File: config.mk
export PLATFORM = sky130hd
export DESIGN_NAME = ImmGen
export DESIGN_NICKNAME = d
export VERILOG_FILES = /design/src/design/RiscvPkg.sv /design/src/design/ImmGen.sv
export SDC_FILE = /design/constraint.sdc
export NUM_CORES = 1
export LEC_CHECK = 0
export ABC_AREA = 1
export BUFFER_PORTS_ARGS = -buffer_cell sky130_fd_sc_hd__buf_4
export CAP_MARGIN = 20
export CORE_ASPECT_RATIO = 1.5
export CORE_MARGIN = 5
export CORE_UTILIZATION = 45
export DETAILED_ROUTE_END_ITERATION = 8
export PLACE_DENSITY = 0.9
export SLEW_MARGIN = 20
export SYNTH_ARGS = -nofsm -noshare
export SYNTH_HDL_FRONTEND = slang
export SYNTH_SLANG_ARGS = --single-unit
File: constraint.sdc
create_clock -name vclk -period 1.23
set_clock_uncertainty 0.05 [all_clocks]
set_input_delay 0.123 -clock vclk [all_inputs]
set_output_delay 0.123 -clock vclk [all_outputs]
set_load 0.02 [all_outputs]
File: src/design/RiscvPkg.sv
package RiscvPkg;

  typedef logic [5:0] AluCode; // ALU operation select

  // Major opcodes in bits 6:0
  localparam logic [6:0] opOp     = 7'b0110011;
  localparam logic [6:0] opOpImm  = 7'b0010011;
  localparam logic [6:0] opBranch = 7'b1100011;
  localparam logic [6:0] opLui    = 7'b0110111;
  localparam logic [6:0] opAuipc  = 7'b0010111;
  localparam logic [6:0] opJal    = 7'b1101111;
  localparam logic [6:0] opJalr   = 7'b1100111;
  localparam logic [6:0] opLoad   = 7'b0000011;
  localparam logic [6:0] opStore  = 7'b0100011;

  // ALU operation codes
  localparam AluCode aluAnd    = 6'b000000;
  localparam AluCode aluOr     = 6'b000001;
  localparam AluCode aluAdd    = 6'b000010;
  localparam AluCode aluSll    = 6'b000011;
  localparam AluCode aluSrl    = 6'b000100;
  localparam AluCode aluXor    = 6'b000101;
  localparam AluCode aluSub    = 6'b000110;
  localparam AluCode aluSra    = 6'b000111;
  localparam AluCode aluBeq    = 6'b001000;
  localparam AluCode aluBne    = 6'b001001;
  localparam AluCode aluBlt    = 6'b001010;
  localparam AluCode aluBge    = 6'b001011;
  localparam AluCode aluBltu   = 6'b001100;
  localparam AluCode aluBgeu   = 6'b001101;
  localparam AluCode aluMul    = 6'b011000;
  localparam AluCode aluMulh   = 6'b011001;
  localparam AluCode aluMulhsu = 6'b011010;
  localparam AluCode aluMulhu  = 6'b011011;
  localparam AluCode aluDiv    = 6'b011100;
  localparam AluCode aluDivu   = 6'b011101;
  localparam AluCode aluRem    = 6'b011110;
  localparam AluCode aluRemu   = 6'b011111;
  localparam AluCode aluMin    = 6'b100000;
  localparam AluCode aluMax    = 6'b100001;
  localparam AluCode aluMinu   = 6'b100010;
  localparam AluCode aluMaxu   = 6'b100011;

  typedef struct packed {
    logic [6:0] funct7;
    logic [4:0] rs2;
    logic [4:0] rs1;
    logic [2:0] funct3;
    logic [4:0] rd;
    logic [6:0] opcode;
  } RTypeFields;

  typedef struct packed {
    logic [11:0] imm;
    logic [4:0]  rs1;
    logic [2:0]  funct3;
    logic [4:0]  rd;
    logic [6:0]  opcode;
  } ITypeFields;

  typedef struct packed {
    logic [6:0] immHigh;
    logic [4:0] rs2;
    logic [4:0] rs1;
    logic [2:0] funct3;
    logic [4:0] immLow;
    logic [6:0] opcode;
  } STypeFields;

  typedef struct packed {
    logic       imm12;
    logic [5:0] imm10to5;
    logic [4:0] rs2;
    logic [4:0] rs1;
    logic [2:0] funct3;
    logic [3:0] imm4to1;
    logic       imm11;
    logic [6:0] opcode;
  } BTypeFields;

  typedef struct packed {
    logic [19:0] imm31to12;
    logic [4:0]  rd;
    logic [6:0]  opcode;
  } UTypeFields;

  typedef struct packed {
    logic       imm20;
    logic [9:0] imm10to1;
    logic       imm11;
    logic [7:0] imm19to12;
    logic [4:0] rd;
    logic [6:0] opcode;
  } JTypeFields;

  // One fetched word, read through whichever format the opcode calls for
  typedef union packed {
    RTypeFields rType;
    ITypeFields iType;
    STypeFields sType;
    BTypeFields bType;
    UTypeFields uType;
    JTypeFields jType;
  } InstrWord;

endpackage

File: src/design/ImmGen.sv
`timescale 1ns/1ps

module ImmGen (
  input  RiscvPkg::InstrWord instr,
  output logic [31:0]        imm
);

  logic       sign;
  logic       isShiftImm;
  logic [6:0] opcode;

  assign sign = instr.iType.imm[11]; // Bit 31 in every format
  assign opcode = instr.rType.opcode;
  assign isShiftImm = (instr.iType.funct3 == 3'b001) || (instr.iType.funct3 == 3'b101);

  always_comb begin
    case (opcode)
      RiscvPkg::opOpImm: begin
        if (isShiftImm) begin
          imm = {27'b0, instr.iType.imm[4:0]}; // shamt only, funct7 dropped
        end else begin
          imm = {{20{sign}}, instr.iType.imm};
        end
      end
      RiscvPkg::opLoad,
      RiscvPkg::opJalr: begin
        imm = {{20{sign}}, instr.iType.imm};
      end
      RiscvPkg::opStore: begin
        imm = {{20{sign}}, instr.sType.immHigh, instr.sType.immLow};
      end
      RiscvPkg::opBranch: begin
        imm = {{19{sign}}, instr.bType.imm12, instr.bType.imm11,
               instr.bType.imm10to5, instr.bType.imm4to1, 1'b0}; // Halfword offset
      end
      RiscvPkg::opLui,
      RiscvPkg::opAuipc: begin
        imm = {instr.uType.imm31to12, 12'b0};
      end
      RiscvPkg::opJal: begin
        imm = {{11{sign}}, instr.jType.imm20, instr.jType.imm19to12,
               instr.jType.imm11, instr.jType.imm10to1, 1'b0};
      end
      default: begin
        imm = 32'b0; // R-type has no immediate
      end
    endcase
  end

endmodule

==> qor.yml, run 1 <==
synth_top_area_cell: "nand2_1"
num_rows: 21
syn-cell-area_um2: 1070
crit_endpoint: "imm[11]"
yosysWarningCount: 0
yosysSeqAreaShare: 0
routabilityCongestion: 0.836
synth_cell_types: 16
lastStage: "global routing (5_1_grt)"
dieHeight_um: 69.8
error: "[ERROR DPL-0038] Utilization greater than 100%, impossible to legalize"
io_buffers: 64
dp_hpwl_um: 2880
avgSynthCellArea_um2: 4.90
synth.area.top_cells: "nand2_1 (19%), nor2_1 (19%), nand3_1 (18%)"
grt_max_degree: 22
synth_top_area_share: 0.189
die_w_um: 49.9
synth_fp_nets: 251
start_util: 0.475
worstEndpointType: "top-level output"
status: "stopped before the end"
io_pins: 64
syn_inst: 219
hold_buffers: 0
through the flow:
step	TNS (ns)	setup WS [ns]	instances	cell area, um^2
after floorplan	0	0.0984	219	1070
after global placement	-8.69	-0.376	318	1660
after detailed placement	-9.37	-0.402	318	1660
after CTS	-1.73	-0.0849	326	2190
cell usage after synthesis:
cell type,instances
a21oi_1,6
nor2_1,53
a21oi_4,1
nand2_1,54
o21ai_0,7
buf_6,4
o21ai_1,1
nand2_2,16
nor2_8,4
inv_1,19
nand2_4,2
nor2_2,3
buf_4,3
buf_2,2
nand3_1,39
inv_2,5
kinds of logic after synthesis:
| logic type | Yosys count | share of synthesized area |
|---|---|---|
| AND/OR/NAND/NOR | 171 | 0.763 |
| buffers and inverters | 33 | 0.156 |
| AO/OA/AOI/OAI | 15 | 0.0805 |
repair_timing:
action                     CTS
setup endpoints to repair   32
gates resized for setup    131
setup buffers                5
gates cloned                 3
pin swaps                   34
==> inputs of run 2 (changes only) <==
- CORE_AREA: unset -> 5 5 66 68
- CORE_ASPECT_RATIO: 1.5 -> unset
- CORE_MARGIN: 5 -> unset
- CORE_UTILIZATION: 45 -> unset
- DIE_AREA: unset -> 0 0 71 73
- PLACE_DENSITY: 0.9 -> unset
- PLACE_DENSITY_LB_ADDON: unset -> 0.15
==> run 2 against run 1 <==
- the flow now finishes, with violations (negative setup slack)
- synthesized cell count stayed put
- synthesized area stayed put
==> qor.yml, run 2 <==
status: "finished, violations left"  # was stopped before the end
failed_checks: "negative setup slack"
grt_usage: 0.146
avgSynthCellArea_um2: 4.90  # unchanged
globalRouteOverflowTotal: 0
synthSimpleGateAreaFrac: 0.763  # unchanged
tightestPinTransition_ns: 0.186
io_buffers: 64  # unchanged
synth_fp_nets: 251  # unchanged
yosysMostFrequentCell: "nand2_1"  # unchanged
p_total_w: 0.000397
via_per_inst: 4.54
leakagePower_nw: 1.27
cp-start-kind: "primary input"
seq_area_um2: 0
crit_start: "instr[3]"
nFlopsAndLatches: 0
crit_end: "imm[13]"
slew_viol_final: 0
layout-drive-gt1-share: 0.463
dpl_cell_area_um2: 1720  # was 1660 um^2
yosysWarningCount: 0  # unchanged
start_util: 0.282  # was 0.475
hold_buffers: 0  # unchanged
grt_pass1_wl_um: 6470
final_area_um2: 2030
ir_worst_vdd_mv: 0.119
syn-cell-area_um2: 1070  # unchanged
max_freq_mhz: 764
grt_util_met3: 0.0262
grt.met2_usage: 0.262
max_slew_margin: 0.876
synthAdderAreaFrac: 0  # unchanged
synth_xor_area_frac: 0  # unchanged
dieHeight_um: 73  # was 69.8 um
grt_pass1_vias: 1439
yosysSeqAreaShare: 0  # unchanged
synth.area.mux_share: 0  # unchanged
area_delta_synth_final_pct: 89.7
final_common_cell: "nor2_1"
setup_viol: 32
finalNonFillerCells: 346
hold_slack_ns: 0.521
dp_slack_ns: -0.155  # was -0.402 ns
rsz0062_at_grt: "true"
crit_path_end_kind: "primary output"
final-hold-violation-count: 0
num_rows: 23  # was 21
die_w_um: 71  # was 49.9 um
grt_max_degree: 17
antenna_found_initial: 0
layout.nets: 330
crit_type: "in2out"
power_density_nw_per_um2: 195
synth_top_area_share: 0.189  # unchanged
die_area_um2: 5180
drtAntennaViolNets: 0
syn_inst: 219  # unchanged
fill_cells: 407
synth.area.top_cells: "nand2_1 (19%), nor2_1 (19%), nand3_1 (18%)"  # unchanged
cap_violations: 0
period_minus_slack_ns: 1.31
grt_use_met1: 0.194
diodes: 0
wirelength_um: 3870
hold_class: "in2out"
min_path_cells: 4
synth_cell_types: 16  # unchanged
synth_common_cells: "nand2_1 (54), nor2_1 (53), nand3_1 (39)"  # unchanged
vias: 1570
dp_hpwl_um: 2900  # was 2880 um
routabilityCongestion: 0.774  # was 0.836
place_inst: 343  # was 318
fin_ws_ns: -0.0795
core_area_um2: 3800
synth_top_family_by_area: "simple AND/OR/NAND/NOR gates"  # unchanged
drc: 0
arrival_ns: 1.14
drtPass1Iterations: 4
synth_compound_area_frac: 0.0805  # unchanged
mostFrequentLayoutCells: "nor2_1 (48), nand2_1 (43), buf_4 (41)"
io_pins: 64  # unchanged
n_clock_buffer: 0
synth_top_area_cell: "nand2_1"  # unchanged
wl_per_cell_um: 11.2
crit_fanout: 16
min_period_over_period: 1.06
grt.busiest_layer: "met2"
drtIter0Drc: 99
multi_input_area_um2: 1020
worstPathRequired_ns: 1.06
run 2: cell counts after synthesis:
Identical to the previous run, type by type.
run 2: how the worst min path moves through the flow:
stage | start | endpoint | slack, ns
finish | instr[20] | imm[0] | 0.52
floorplan | instr[31] | imm[31] | 0.37
global route | instr[21] | imm[1] | 0.56
detailed placement | instr[20] | imm[0] | 0.53
CTS | instr[20] | imm[0] | 0.53
global placement | instr[23] | imm[3] | 0.53
run 2: power breakdown:
group / leakage [nW] / switching, W / internal [W]
clock network: 0 / 0 / 0
registers: 0 / 0 / 0
logic: 1.27 / 0.000206 / 0.000191
run 2: cell type report:
type	instances	area share
Timing Repair Buffer	86	0.417
Inverter	24	0.0504
Multi-Input combinational cell	186	0.502
Tap cell	50	0.0308
run 2: critical path, stage by stage:
cell,delay (ns)
buf_8,0.10
inv_6,0.05
nand2_4,0.06
nor2_8,0.19
nand2_4,0.10
nor2_4,0.11
a21oi_4,0.05
buf_12,0.16
nand2_1,0.08
buf_6,0.11
run 2: logic make-up after synthesis:
kind of cell,count (synthesis)
and+or+nand+nor,171
buffers and inverters,33
AOI/OAI and AO/OA,15
run 2: what timing repair did:
item / CTS / global route
buffers inserted: 3 / 0
setup endpoints to repair: 32 / 32
resized for setup: 67 / 14
cloned: 0 / 0
pin swaps: 8 / 3
run 2: metrics by stage:
stage           util  setup TNS (ns)
4_1_cts        0.523           -1.12
2_1_floorplan      -               0
5_1_grt        0.536           -4.05
3_5_place_dp   0.452           -4.10
3_3_place_gp   0.452           -3.63
6_report       0.536           -1.56
run 2: metal layers:
layer / vias to the layer above / share of wire / wire [um]
met5: - / 0 / 0
met4: 0 / 0 / 0
met3: 0 / 0.069 / 268
met2: 50 / 0.48 / 1870
met1: 684 / 0.45 / 1730
li1: 836 / - / -
No activity file was read; power rests on OpenSTA's default activity.
