## config.mk

```make
export PLATFORM = sky130hd
export DESIGN_NAME = ExecuteDecoder
export DESIGN_NICKNAME = d
export VERILOG_FILES = /design/src/design/RiscvPkg.sv /design/src/design/ExecuteDecoder.sv
export SDC_FILE = /design/constraint.sdc
export NUM_CORES = 1
export LEC_CHECK = 0
export ABC_AREA = 1
export BUFFER_PORTS_ARGS = -buffer_cell sky130_fd_sc_hd__clkbuf_2
export CORE_MARGIN = 2
export CORE_UTILIZATION = 41
export DETAILED_ROUTE_END_ITERATION = 6
export PLACE_DENSITY = 0.91
export SYNTH_ARGS = -nofsm -noshare
export SYNTH_HDL_FRONTEND = slang
export SYNTH_SLANG_ARGS = --single-unit
```

## constraint.sdc

```tcl
create_clock -name vclk -period 0.8
set_input_delay 0.04 -clock vclk [all_inputs]
set_output_delay 0.04 -clock vclk [all_outputs]
set_load 0.02 [all_outputs]
```

## src/design/RiscvPkg.sv

```systemverilog
package RiscvPkg;

  typedef logic [5:0] AluCode; // ALU operation select

  // Major opcodes in bits 6:0
  localparam logic [6:0] opOp     = 7'b0110011;
  localparam logic [6:0] opOpImm  = 7'b0010011;
  localparam logic [6:0] opBranch = 7'b1100011;
  localparam logic [6:0] opLui    = 7'b0110111;
  localparam logic [6:0] opAuipc  = 7'b0010111;
  localparam logic [6:0] opJal    = 7'b1101111;
  localparam logic [6:0] opJalr   = 7'b1100111;
  localparam logic [6:0] opLoad   = 7'b0000011;
  localparam logic [6:0] opStore  = 7'b0100011;

  // ALU operation codes
  localparam AluCode aluAnd    = 6'b000000;
  localparam AluCode aluOr     = 6'b000001;
  localparam AluCode aluAdd    = 6'b000010;
  localparam AluCode aluSll    = 6'b000011;
  localparam AluCode aluSrl    = 6'b000100;
  localparam AluCode aluXor    = 6'b000101;
  localparam AluCode aluSub    = 6'b000110;
  localparam AluCode aluSra    = 6'b000111;
  localparam AluCode aluBeq    = 6'b001000;
  localparam AluCode aluBne    = 6'b001001;
  localparam AluCode aluBlt    = 6'b001010;
  localparam AluCode aluBge    = 6'b001011;
  localparam AluCode aluBltu   = 6'b001100;
  localparam AluCode aluBgeu   = 6'b001101;
  localparam AluCode aluMul    = 6'b011000;
  localparam AluCode aluMulh   = 6'b011001;
  localparam AluCode aluMulhsu = 6'b011010;
  localparam AluCode aluMulhu  = 6'b011011;
  localparam AluCode aluDiv    = 6'b011100;
  localparam AluCode aluDivu   = 6'b011101;
  localparam AluCode aluRem    = 6'b011110;
  localparam AluCode aluRemu   = 6'b011111;
  localparam AluCode aluMin    = 6'b100000;
  localparam AluCode aluMax    = 6'b100001;
  localparam AluCode aluMinu   = 6'b100010;
  localparam AluCode aluMaxu   = 6'b100011;

  typedef struct packed {
    logic [6:0] funct7;
    logic [4:0] rs2;
    logic [4:0] rs1;
    logic [2:0] funct3;
    logic [4:0] rd;
    logic [6:0] opcode;
  } RTypeFields;

  typedef struct packed {
    logic [11:0] imm;
    logic [4:0]  rs1;
    logic [2:0]  funct3;
    logic [4:0]  rd;
    logic [6:0]  opcode;
  } ITypeFields;

  typedef struct packed {
    logic [6:0] immHigh;
    logic [4:0] rs2;
    logic [4:0] rs1;
    logic [2:0] funct3;
    logic [4:0] immLow;
    logic [6:0] opcode;
  } STypeFields;

  typedef struct packed {
    logic       imm12;
    logic [5:0] imm10to5;
    logic [4:0] rs2;
    logic [4:0] rs1;
    logic [2:0] funct3;
    logic [3:0] imm4to1;
    logic       imm11;
    logic [6:0] opcode;
  } BTypeFields;

  typedef struct packed {
    logic [19:0] imm31to12;
    logic [4:0]  rd;
    logic [6:0]  opcode;
  } UTypeFields;

  typedef struct packed {
    logic       imm20;
    logic [9:0] imm10to1;
    logic       imm11;
    logic [7:0] imm19to12;
    logic [4:0] rd;
    logic [6:0] opcode;
  } JTypeFields;

  // One fetched word, read through whichever format the opcode calls for
  typedef union packed {
    RTypeFields rType;
    ITypeFields iType;
    STypeFields sType;
    BTypeFields bType;
    UTypeFields uType;
    JTypeFields jType;
  } InstrWord;

endpackage

```

## src/design/ExecuteDecoder.sv

```systemverilog
`timescale 1ns/1ps

module ExecuteDecoder (
  input  RiscvPkg::InstrWord instr,
  output RiscvPkg::AluCode   aluControl,
  output logic               useImm,
  output logic               usePc,
  output logic               isBranch,
  output logic               isJump,
  output logic               jumpReg,
  output logic               writesRd
);

  logic [6:0] opcode;
  logic [6:0] funct7;
  logic [2:0] funct3;

  assign opcode = instr.rType.opcode;
  assign funct7 = instr.rType.funct7;
  assign funct3 = instr.rType.funct3;

  // Base integer ops shared by register and immediate forms
  function automatic RiscvPkg::AluCode baseOp(input logic [2:0] f3, input logic alt);
    RiscvPkg::AluCode code;
    case (f3)
      3'b000:  code = alt ? RiscvPkg::aluSub : RiscvPkg::aluAdd;
      3'b001:  code = RiscvPkg::aluSll;
      3'b010:  code = RiscvPkg::aluBlt;  // slt, inverted in the stage
      3'b011:  code = RiscvPkg::aluBltu; // sltu
      3'b100:  code = RiscvPkg::aluXor;
      3'b101:  code = alt ? RiscvPkg::aluSra : RiscvPkg::aluSrl;
      3'b110:  code = RiscvPkg::aluOr;
      default: code = RiscvPkg::aluAnd;
    endcase
    return code;
  endfunction

  always_comb begin
    aluControl = RiscvPkg::aluAdd;
    useImm = 1'b0;
    usePc = 1'b0;
    isBranch = 1'b0;
    isJump = 1'b0;
    jumpReg = 1'b0;
    writesRd = 1'b0;
    case (opcode)
      RiscvPkg::opOp: begin
        writesRd = 1'b1;
        if (funct7 == 7'd5) begin // Zbb min/max group
          case (funct3)
            3'b100:  aluControl = RiscvPkg::aluMin;
            3'b101:  aluControl = RiscvPkg::aluMinu;
            3'b110:  aluControl = RiscvPkg::aluMax;
            3'b111:  aluControl = RiscvPkg::aluMaxu;
            default: aluControl = RiscvPkg::aluAdd;
          endcase
        end else if (funct7[0]) begin // M extension
          case (funct3)
            3'b000:  aluControl = RiscvPkg::aluMul;
            3'b001:  aluControl = RiscvPkg::aluMulh;
            3'b010:  aluControl = RiscvPkg::aluMulhsu;
            3'b011:  aluControl = RiscvPkg::aluMulhu;
            3'b100:  aluControl = RiscvPkg::aluDiv;
            3'b101:  aluControl = RiscvPkg::aluDivu;
            3'b110:  aluControl = RiscvPkg::aluRem;
            default: aluControl = RiscvPkg::aluRemu;
          endcase
        end else begin
          aluControl = baseOp(funct3, funct7[5]);
        end
      end
      RiscvPkg::opOpImm: begin
        useImm = 1'b1;
        writesRd = 1'b1;
        aluControl = baseOp(funct3, (funct3 == 3'b101) && funct7[5]); // Only srai has alt
      end
      RiscvPkg::opBranch: begin
        isBranch = 1'b1;
        case (funct3)
          3'b000:  aluControl = RiscvPkg::aluBeq;
          3'b001:  aluControl = RiscvPkg::aluBne;
          3'b100:  aluControl = RiscvPkg::aluBlt;
          3'b101:  aluControl = RiscvPkg::aluBge;
          3'b110:  aluControl = RiscvPkg::aluBltu;
          3'b111:  aluControl = RiscvPkg::aluBgeu;
          default: isBranch = 1'b0; // Reserved funct3, never taken
        endcase
      end
      RiscvPkg::opLui: begin
        usePc = 1'b1; // usePc without useImm selects a zero base
        writesRd = 1'b1;
      end
      RiscvPkg::opAuipc: begin
        usePc = 1'b1;
        useImm = 1'b1;
        writesRd = 1'b1;
      end
      RiscvPkg::opJal: begin
        isJump = 1'b1;
        writesRd = 1'b1;
      end
      RiscvPkg::opJalr: begin
        isJump = 1'b1;
        jumpReg = 1'b1;
        useImm = 1'b1;
        writesRd = 1'b1;
      end
      RiscvPkg::opLoad: begin
        useImm = 1'b1; // Address sum only
        writesRd = 1'b1;
      end
      RiscvPkg::opStore: begin
        useImm = 1'b1;
      end
      default: ;
    endcase
  end

  always_comb begin
    assert (!(isBranch && writesRd))
      else $error("Branch decoded with a register write");
  end

endmodule

```

==> impl_metrics.ini, run 1 <==
[route]
totalWireLength_um = 3160
vias_per_std_cell = 5.671
drtIter0Drc = 72
drt-pass1-iter-count = 4
vias = 947
routedWlPerCell_um = 18.92
drc = 0
detail-route-antenna-nets = 0

[place]
post-place-cells = 164
dpl.hpwl_um = 1401
placedInstanceArea_sq_um = 812.0
finalWeightedCongestion = 0.8801
numPortBuffers = 29

[cells_and_area]
nFlopsAndLatches = 0
register_area_sq_um = 0
multi_input_area_sq_um = 588.1
nFillCells = 48
layout.cells.non_filler = 167
total_non_filler_cell_area_in_the_finished_layout_sq_mm = 0.001175
num-nets-final = 186
commonest_cells_after_routing_fill_and_taps_aside = 30 x sky130_fd_sc_hd__nand2_1, 14 x sky130_fd_sc_hd__buf_4, 12 x sky130_fd_sc_hd__buf_6
total_of_clock_buffers_placed_in_the_layout = 0
final_common_cell = sky130_fd_sc_hd__nand2_1
syn_to_final_growth_pct = 118.9
diodes_inserted = 0
layout-drive-gt1-share_pct = 63.82

[critical_path]
setup.worst_path.end_class = output port
cp.required_ns = 0.76
critPathKind = in2out
critical_path.max_fanout = 4
cp-start-kind = input pin
arrival_ns = 1.10

[timing]
timing_worst_slew_pin_value_ns = 0.2440
finalHoldViolCount = 0
final.setup.worst_slack_ns = -0.3360
final-max-slew-violation-count = 0
max_freq_mhz = 880.3
fin_crit_share_pct = 142.0
setup_repair_after_global_routing_missed_its_margin = true
slew-limit-headroom_pct = 83.69
setup_viol_count_final = 12
totalNegativeSetupSlack_ns = -1.794
final.min_clock_period_ns = 1.136

[clocking]
cts_hold_buffers_added = 0

[global_route]
track_usage_pct = 31.29
top_usage_layer = met2
grt_pass1_vias = 788
grt_antenna_before_repair = 0
overflow = 0
met3_track_usage_gr_pct = 5.000
wire_length_of_the_first_global_routing_pass_um = 3443
global_route.usage.met1_pct = 37.13
grt_util_met2_pct = 52.82
grt_start_max_net_pins = 9

[die]
die_area_sq_mm = 0.001614
chipHeight_um = 40.18
floorplan.initialDensity_pct = 42.31
placeable_core_area_sq_mm = 0.001269
die_w_um = 40.18
io_pins = 44
std_cell_rows = 13

[yosys]
syn_area_per_cell_sq_um = 4.970
number_of_distinct_library_cells_after_synthesis = 20
syn-instance-count = 108
seq_area_frac_synth_pct = 0
synthesis.yosys.warnings = 0
syn-num-nets = 140
synthesis.area_sq_um = 536.8

[job]
drv_cap = 0

[worst_hold_path]
whs_path_depth = 3
min-delay-start = instr[4]
whs_endpoint = useImm
min_path_type = in2out

[pwr]
leakage_nw = 0.6335
power_density_mw_per_mm2 = 403.5
ir_drop_v = 0.0003136

[run_status]
status = finished, violations left
violations_in_the_final_reports = negative setup slack
[per-layer routing]
layer,share of wire [%],vias up
met5,0,-
met4,8.1,0
met3,9.7,34
met2,48,80
met1,34,419
li1,-,414
[cell type report]
class	instances	area share, %
Inverter	24	10.01
Multi-Input combinational cell	83	50.05
Tap cell	15	1.597
Timing Repair Buffer	45	38.34
[per-stage QoR]
stage | setup WS, ns | util, % | hold WS (ns) | power, mW
after global placement | -0.1613 | 64.00 | 0.4363 | 0.2749
after CTS | -0.1491 | 79.09 | 0.4636 | 0.3508
final | -0.3360 | 92.60 | 0.4764 | 0.4741
after detailed placement | -0.2005 | 64.00 | 0.4511 | 0.2845
after floorplan | -0.04252 | - | 0.1323 | 0.1543
after global routing | -0.3953 | 92.60 | 0.4757 | 0.4982
[worst max-delay path, stage by stage]
cell	delay, ns
sky130_fd_sc_hd__buf_8	0.11
sky130_fd_sc_hd__inv_8	0.06
sky130_fd_sc_hd__nand2_8	0.07
sky130_fd_sc_hd__nor2_4	0.16
sky130_fd_sc_hd__nand2_4	0.09
sky130_fd_sc_hd__o21ai_2	0.19
sky130_fd_sc_hd__inv_1	0.08
sky130_fd_sc_hd__nand2_1	0.12
sky130_fd_sc_hd__clkbuf_8	0.16
[where the power goes]
part,total [mW],internal (mW),switching (mW)
Sequential,0,0,0
Combinational,0.474,0.205,0.269
Clock,0,0,0
[synth_stat cells]
cell type,n,share of area [%]
sky130_fd_sc_hd__nand2_1,35,24
sky130_fd_sc_hd__inv_1,17,12
sky130_fd_sc_hd__nor2_1,14,9.8
sky130_fd_sc_hd__inv_2,7,4.9
sky130_fd_sc_hd__nand2_2,5,5.8
sky130_fd_sc_hd__a21oi_1,4,3.7
sky130_fd_sc_hd__nor2_2,4,4.7
sky130_fd_sc_hd__nand2_4,3,6.3
sky130_fd_sc_hd__nand3_1,3,2.8
sky130_fd_sc_hd__nor3_1,3,2.8
sky130_fd_sc_hd__nor2_4,2,4.2
sky130_fd_sc_hd__nor3_2,2,3.7
sky130_fd_sc_hd__o21ai_2,2,3.3
sky130_fd_sc_hd__buf_4,1,1.4
sky130_fd_sc_hd__nand3_2,1,1.9
sky130_fd_sc_hd__nand4_1,1,1.2
sky130_fd_sc_hd__nor2_8,1,3.7
sky130_fd_sc_hd__nor4_1,1,1.2
sky130_fd_sc_hd__o211ai_1,1,1.4
sky130_fd_sc_hd__o21ai_0,1,0.93
[worst max-delay path by stage]
stage                     depth (start not counted)       endpoint  slack, ns       from
after global placement                            9  aluControl[2]      -0.16   instr[6]
after detailed placement                          9  aluControl[2]      -0.20   instr[6]
after CTS                                         7  aluControl[5]      -0.15  instr[29]
after global routing                              8  aluControl[2]      -0.40  instr[13]
final                                             9  aluControl[2]      -0.34   instr[6]
after floorplan                                   5         useImm      -0.04   instr[2]
[cell families after synthesis]
kind of cell / Yosys count / synth area share [%]
AO/OA/AOI/OAI: 8 / 9.324
AND/OR/NAND/NOR: 75 / 72.49
buffers and inverters: 25 / 18.18
[repair_timing]
item,4_1_cts,5_1_grt
resized for setup,45,52
buffers inserted,1,2
pin swaps,8,20
endpoints found under the setup margin,12,12
Note: power is estimated with default switching activity, not from simulation.
==> inputs of run 2 (changes only) <==
--- a/config.mk
+++ b/config.mk
@@ -11,6 +11,7 @@
 export CORE_UTILIZATION = 41
 export DETAILED_ROUTE_END_ITERATION = 6
 export PLACE_DENSITY = 0.91
+export REMOVE_ABC_BUFFERS = 1
 export SYNTH_ARGS = -nofsm -noshare
 export SYNTH_HDL_FRONTEND = slang
 export SYNTH_SLANG_ARGS = --single-unit
==> run 2 against run 1 <==
The run still ends with negative setup slack left. Worst hold slack lost 0.056 ns. Non-clock buffer count stayed put. Wire length shrank 9.7%. Global-route usage shrank 6.3 points. Critical endpoint unchanged. Flip-flop and latch count did not move. Highest routed layer unchanged. Count of clock-buffer cells in the layout stayed put. Critical path depth unchanged. Via count is 0.95% lower. Fmax up 7.7%.
==> impl_metrics.ini, run 2 (synthesized netlist as in run 1, its figures left out) <==
[die]
die_area_sq_mm = 0.001614
floorplan.initialDensity_pct = 42.31
die_w_um = 40.18
placeable_core_area_sq_mm = 0.001269
std_cell_rows = 13
chipHeight_um = 40.18
io_pins = 44

[timing]
fin_crit_share_pct = 131.9
slew-limit-headroom_pct = 83.75
final.min_clock_period_ns = 1.055
setup_viol_count_final = 11
worst_hold_slack_ns = 0.4203
final.setup.worst_slack_ns = -0.2552
max_freq_mhz = 947.7
final-max-slew-violation-count = 0
setup_repair_after_global_routing_missed_its_margin = true
timing_worst_slew_pin_value_ns = 0.2432
finalHoldViolCount = 0

[critical_path]
critical_path.cell_chain = buf_6 -> inv_4 -> nand2_4 -> nor2_8 -> nand2_2 -> o21ai_2 -> inv_1 -> nand2_1 -> clkbuf_8
cp-start-kind = input pin
critical_path.n_buffers_inverters = 4
critical-path-max-stage-delay_ns = 0.16
setup.worst_path.end_class = output port
critical_path.max_fanout = 5
arrival_ns = 1.02
critPathKind = in2out
timing.critical_path.max_delay_family = simple AND/OR/NAND/NOR gates
critical_path.slowest_cell = sky130_fd_sc_hd__nor2_8
cp.required_ns = 0.76
timing_startpoint_of_the_critical_path = instr[2]

[route]
detail-route-antenna-nets = 0
totalWireLength_um = 2855
vias = 938
drt-pass1-iter-count = 5
routedWlPerCell_um = 17.10
vias_per_std_cell = 5.617
drtIter0Drc = 55
drc = 0

[pwr]
power_density_mw_per_mm2 = 387.8
leakage_nw = 0.6267
ir_drop_v = 0.0002671

[global_route]
grt_start_max_net_pins = 9
overflow = 0
track_usage_pct = 25.00
wire_length_of_the_first_global_routing_pass_um = 2842
grt_pass1_vias = 675
grt_antenna_before_repair = 0

[cells_and_area]
num-nets-final = 186
syn_to_final_growth_pct = 115.2
commonest_cells_after_routing_fill_and_taps_aside = 29 x sky130_fd_sc_hd__nand2_1, 19 x sky130_fd_sc_hd__buf_6, 14 x sky130_fd_sc_hd__buf_4
nFillCells = 47
final_common_cell = sky130_fd_sc_hd__nand2_1
register_area_sq_um = 0
diodes_inserted = 0
total_of_clock_buffers_placed_in_the_layout = 0
nFlopsAndLatches = 0
layout-drive-gt1-share_pct = 62.50
utilization_pct = 91.03

[worst_hold_path]
min_path_type = in2out
whs_path_depth = 3
min-delay-start = instr[4]
whs_endpoint = useImm

[run_status]
status = finished, violations left
violations_in_the_final_reports = negative setup slack

[place]
numPortBuffers = 29
finalWeightedCongestion = 0.9316
dpl.hpwl_um = 1313

[clocking]
cts_hold_buffers_added = 0

[job]
drv_cap = 0
==> run 2: changes by cell type in the layout (fill, tap and decap cells not counted), sizes merged <==
cell,delta
buf,+4
clkbuf,-4
clkinv,-1
inv,+1
==> run 2: through the flow <==
stage,worst slack (ns),area (sq um),power [mW],TNS [ns],std cells
2_1_floorplan,-0.1117,529.3,0.1404,-0.2568,107
3_3_place_gp,-0.1602,773.2,0.2658,-1.073,160
3_5_place_dp,-0.1953,773.2,0.2755,-1.419,160
4_1_cts,-0.1542,913.4,0.3252,-1.069,162
5_1_grt,-0.2977,1155,0.4674,-2.135,167
6_report,-0.2552,1155,0.4478,-1.485,167
==> run 2: what timing repair did <==
item,in CTS,in global routing
gates resized for setup,31,72
cloned,0,0
hold endpoints to repair,0,0
buffers inserted,2,5
endpoints found under the setup margin,11,12
pin swaps,6,22
==> run 2: power by group <==
group / internal, mW / switching, mW / total, mW / leakage (nW)
clock: 0 / 0 / 0 / 0
combinational: 0.197 / 0.251 / 0.448 / 0.627
sequential: 0 / 0 / 0 / 0
==> run 2: tightest hold or removal path: stages <==
cell and delay [ns]:
sky130_fd_sc_hd__buf_8 0.09, sky130_fd_sc_hd__o211ai_1 0.09, sky130_fd_sc_hd__buf_4 0.16
==> run 2: worst max path at each step <==
stage,to,depth (start not counted)
global route,aluControl[2],9
global placement,aluControl[1],9
floorplan,aluControl[4],5
detailed placement,aluControl[0],9
finish,aluControl[2],9
CTS,aluControl[5],7
==> run 2: metal layers <==
metal  routed length, um  track usage, %  vias to the layer above
met3                 274          0.5556                       23
met1                1019           34.09                      416
li1                    -               -                      416
met2                1390           43.95                       83
met4                 170           4.167                        0
met5                   0               0                        -
==> run 2: area by class of cell <==
| type | count | area, sq um | area share, % |
|---|---|---|---|
| tap | 15 | 18.77 | 1.625 |
| inverter | 24 | 102.6 | 8.884 |
| timing repair buffer | 45 | 455.4 | 39.44 |
| multi-input combinational | 83 | 578.1 | 50.05 |
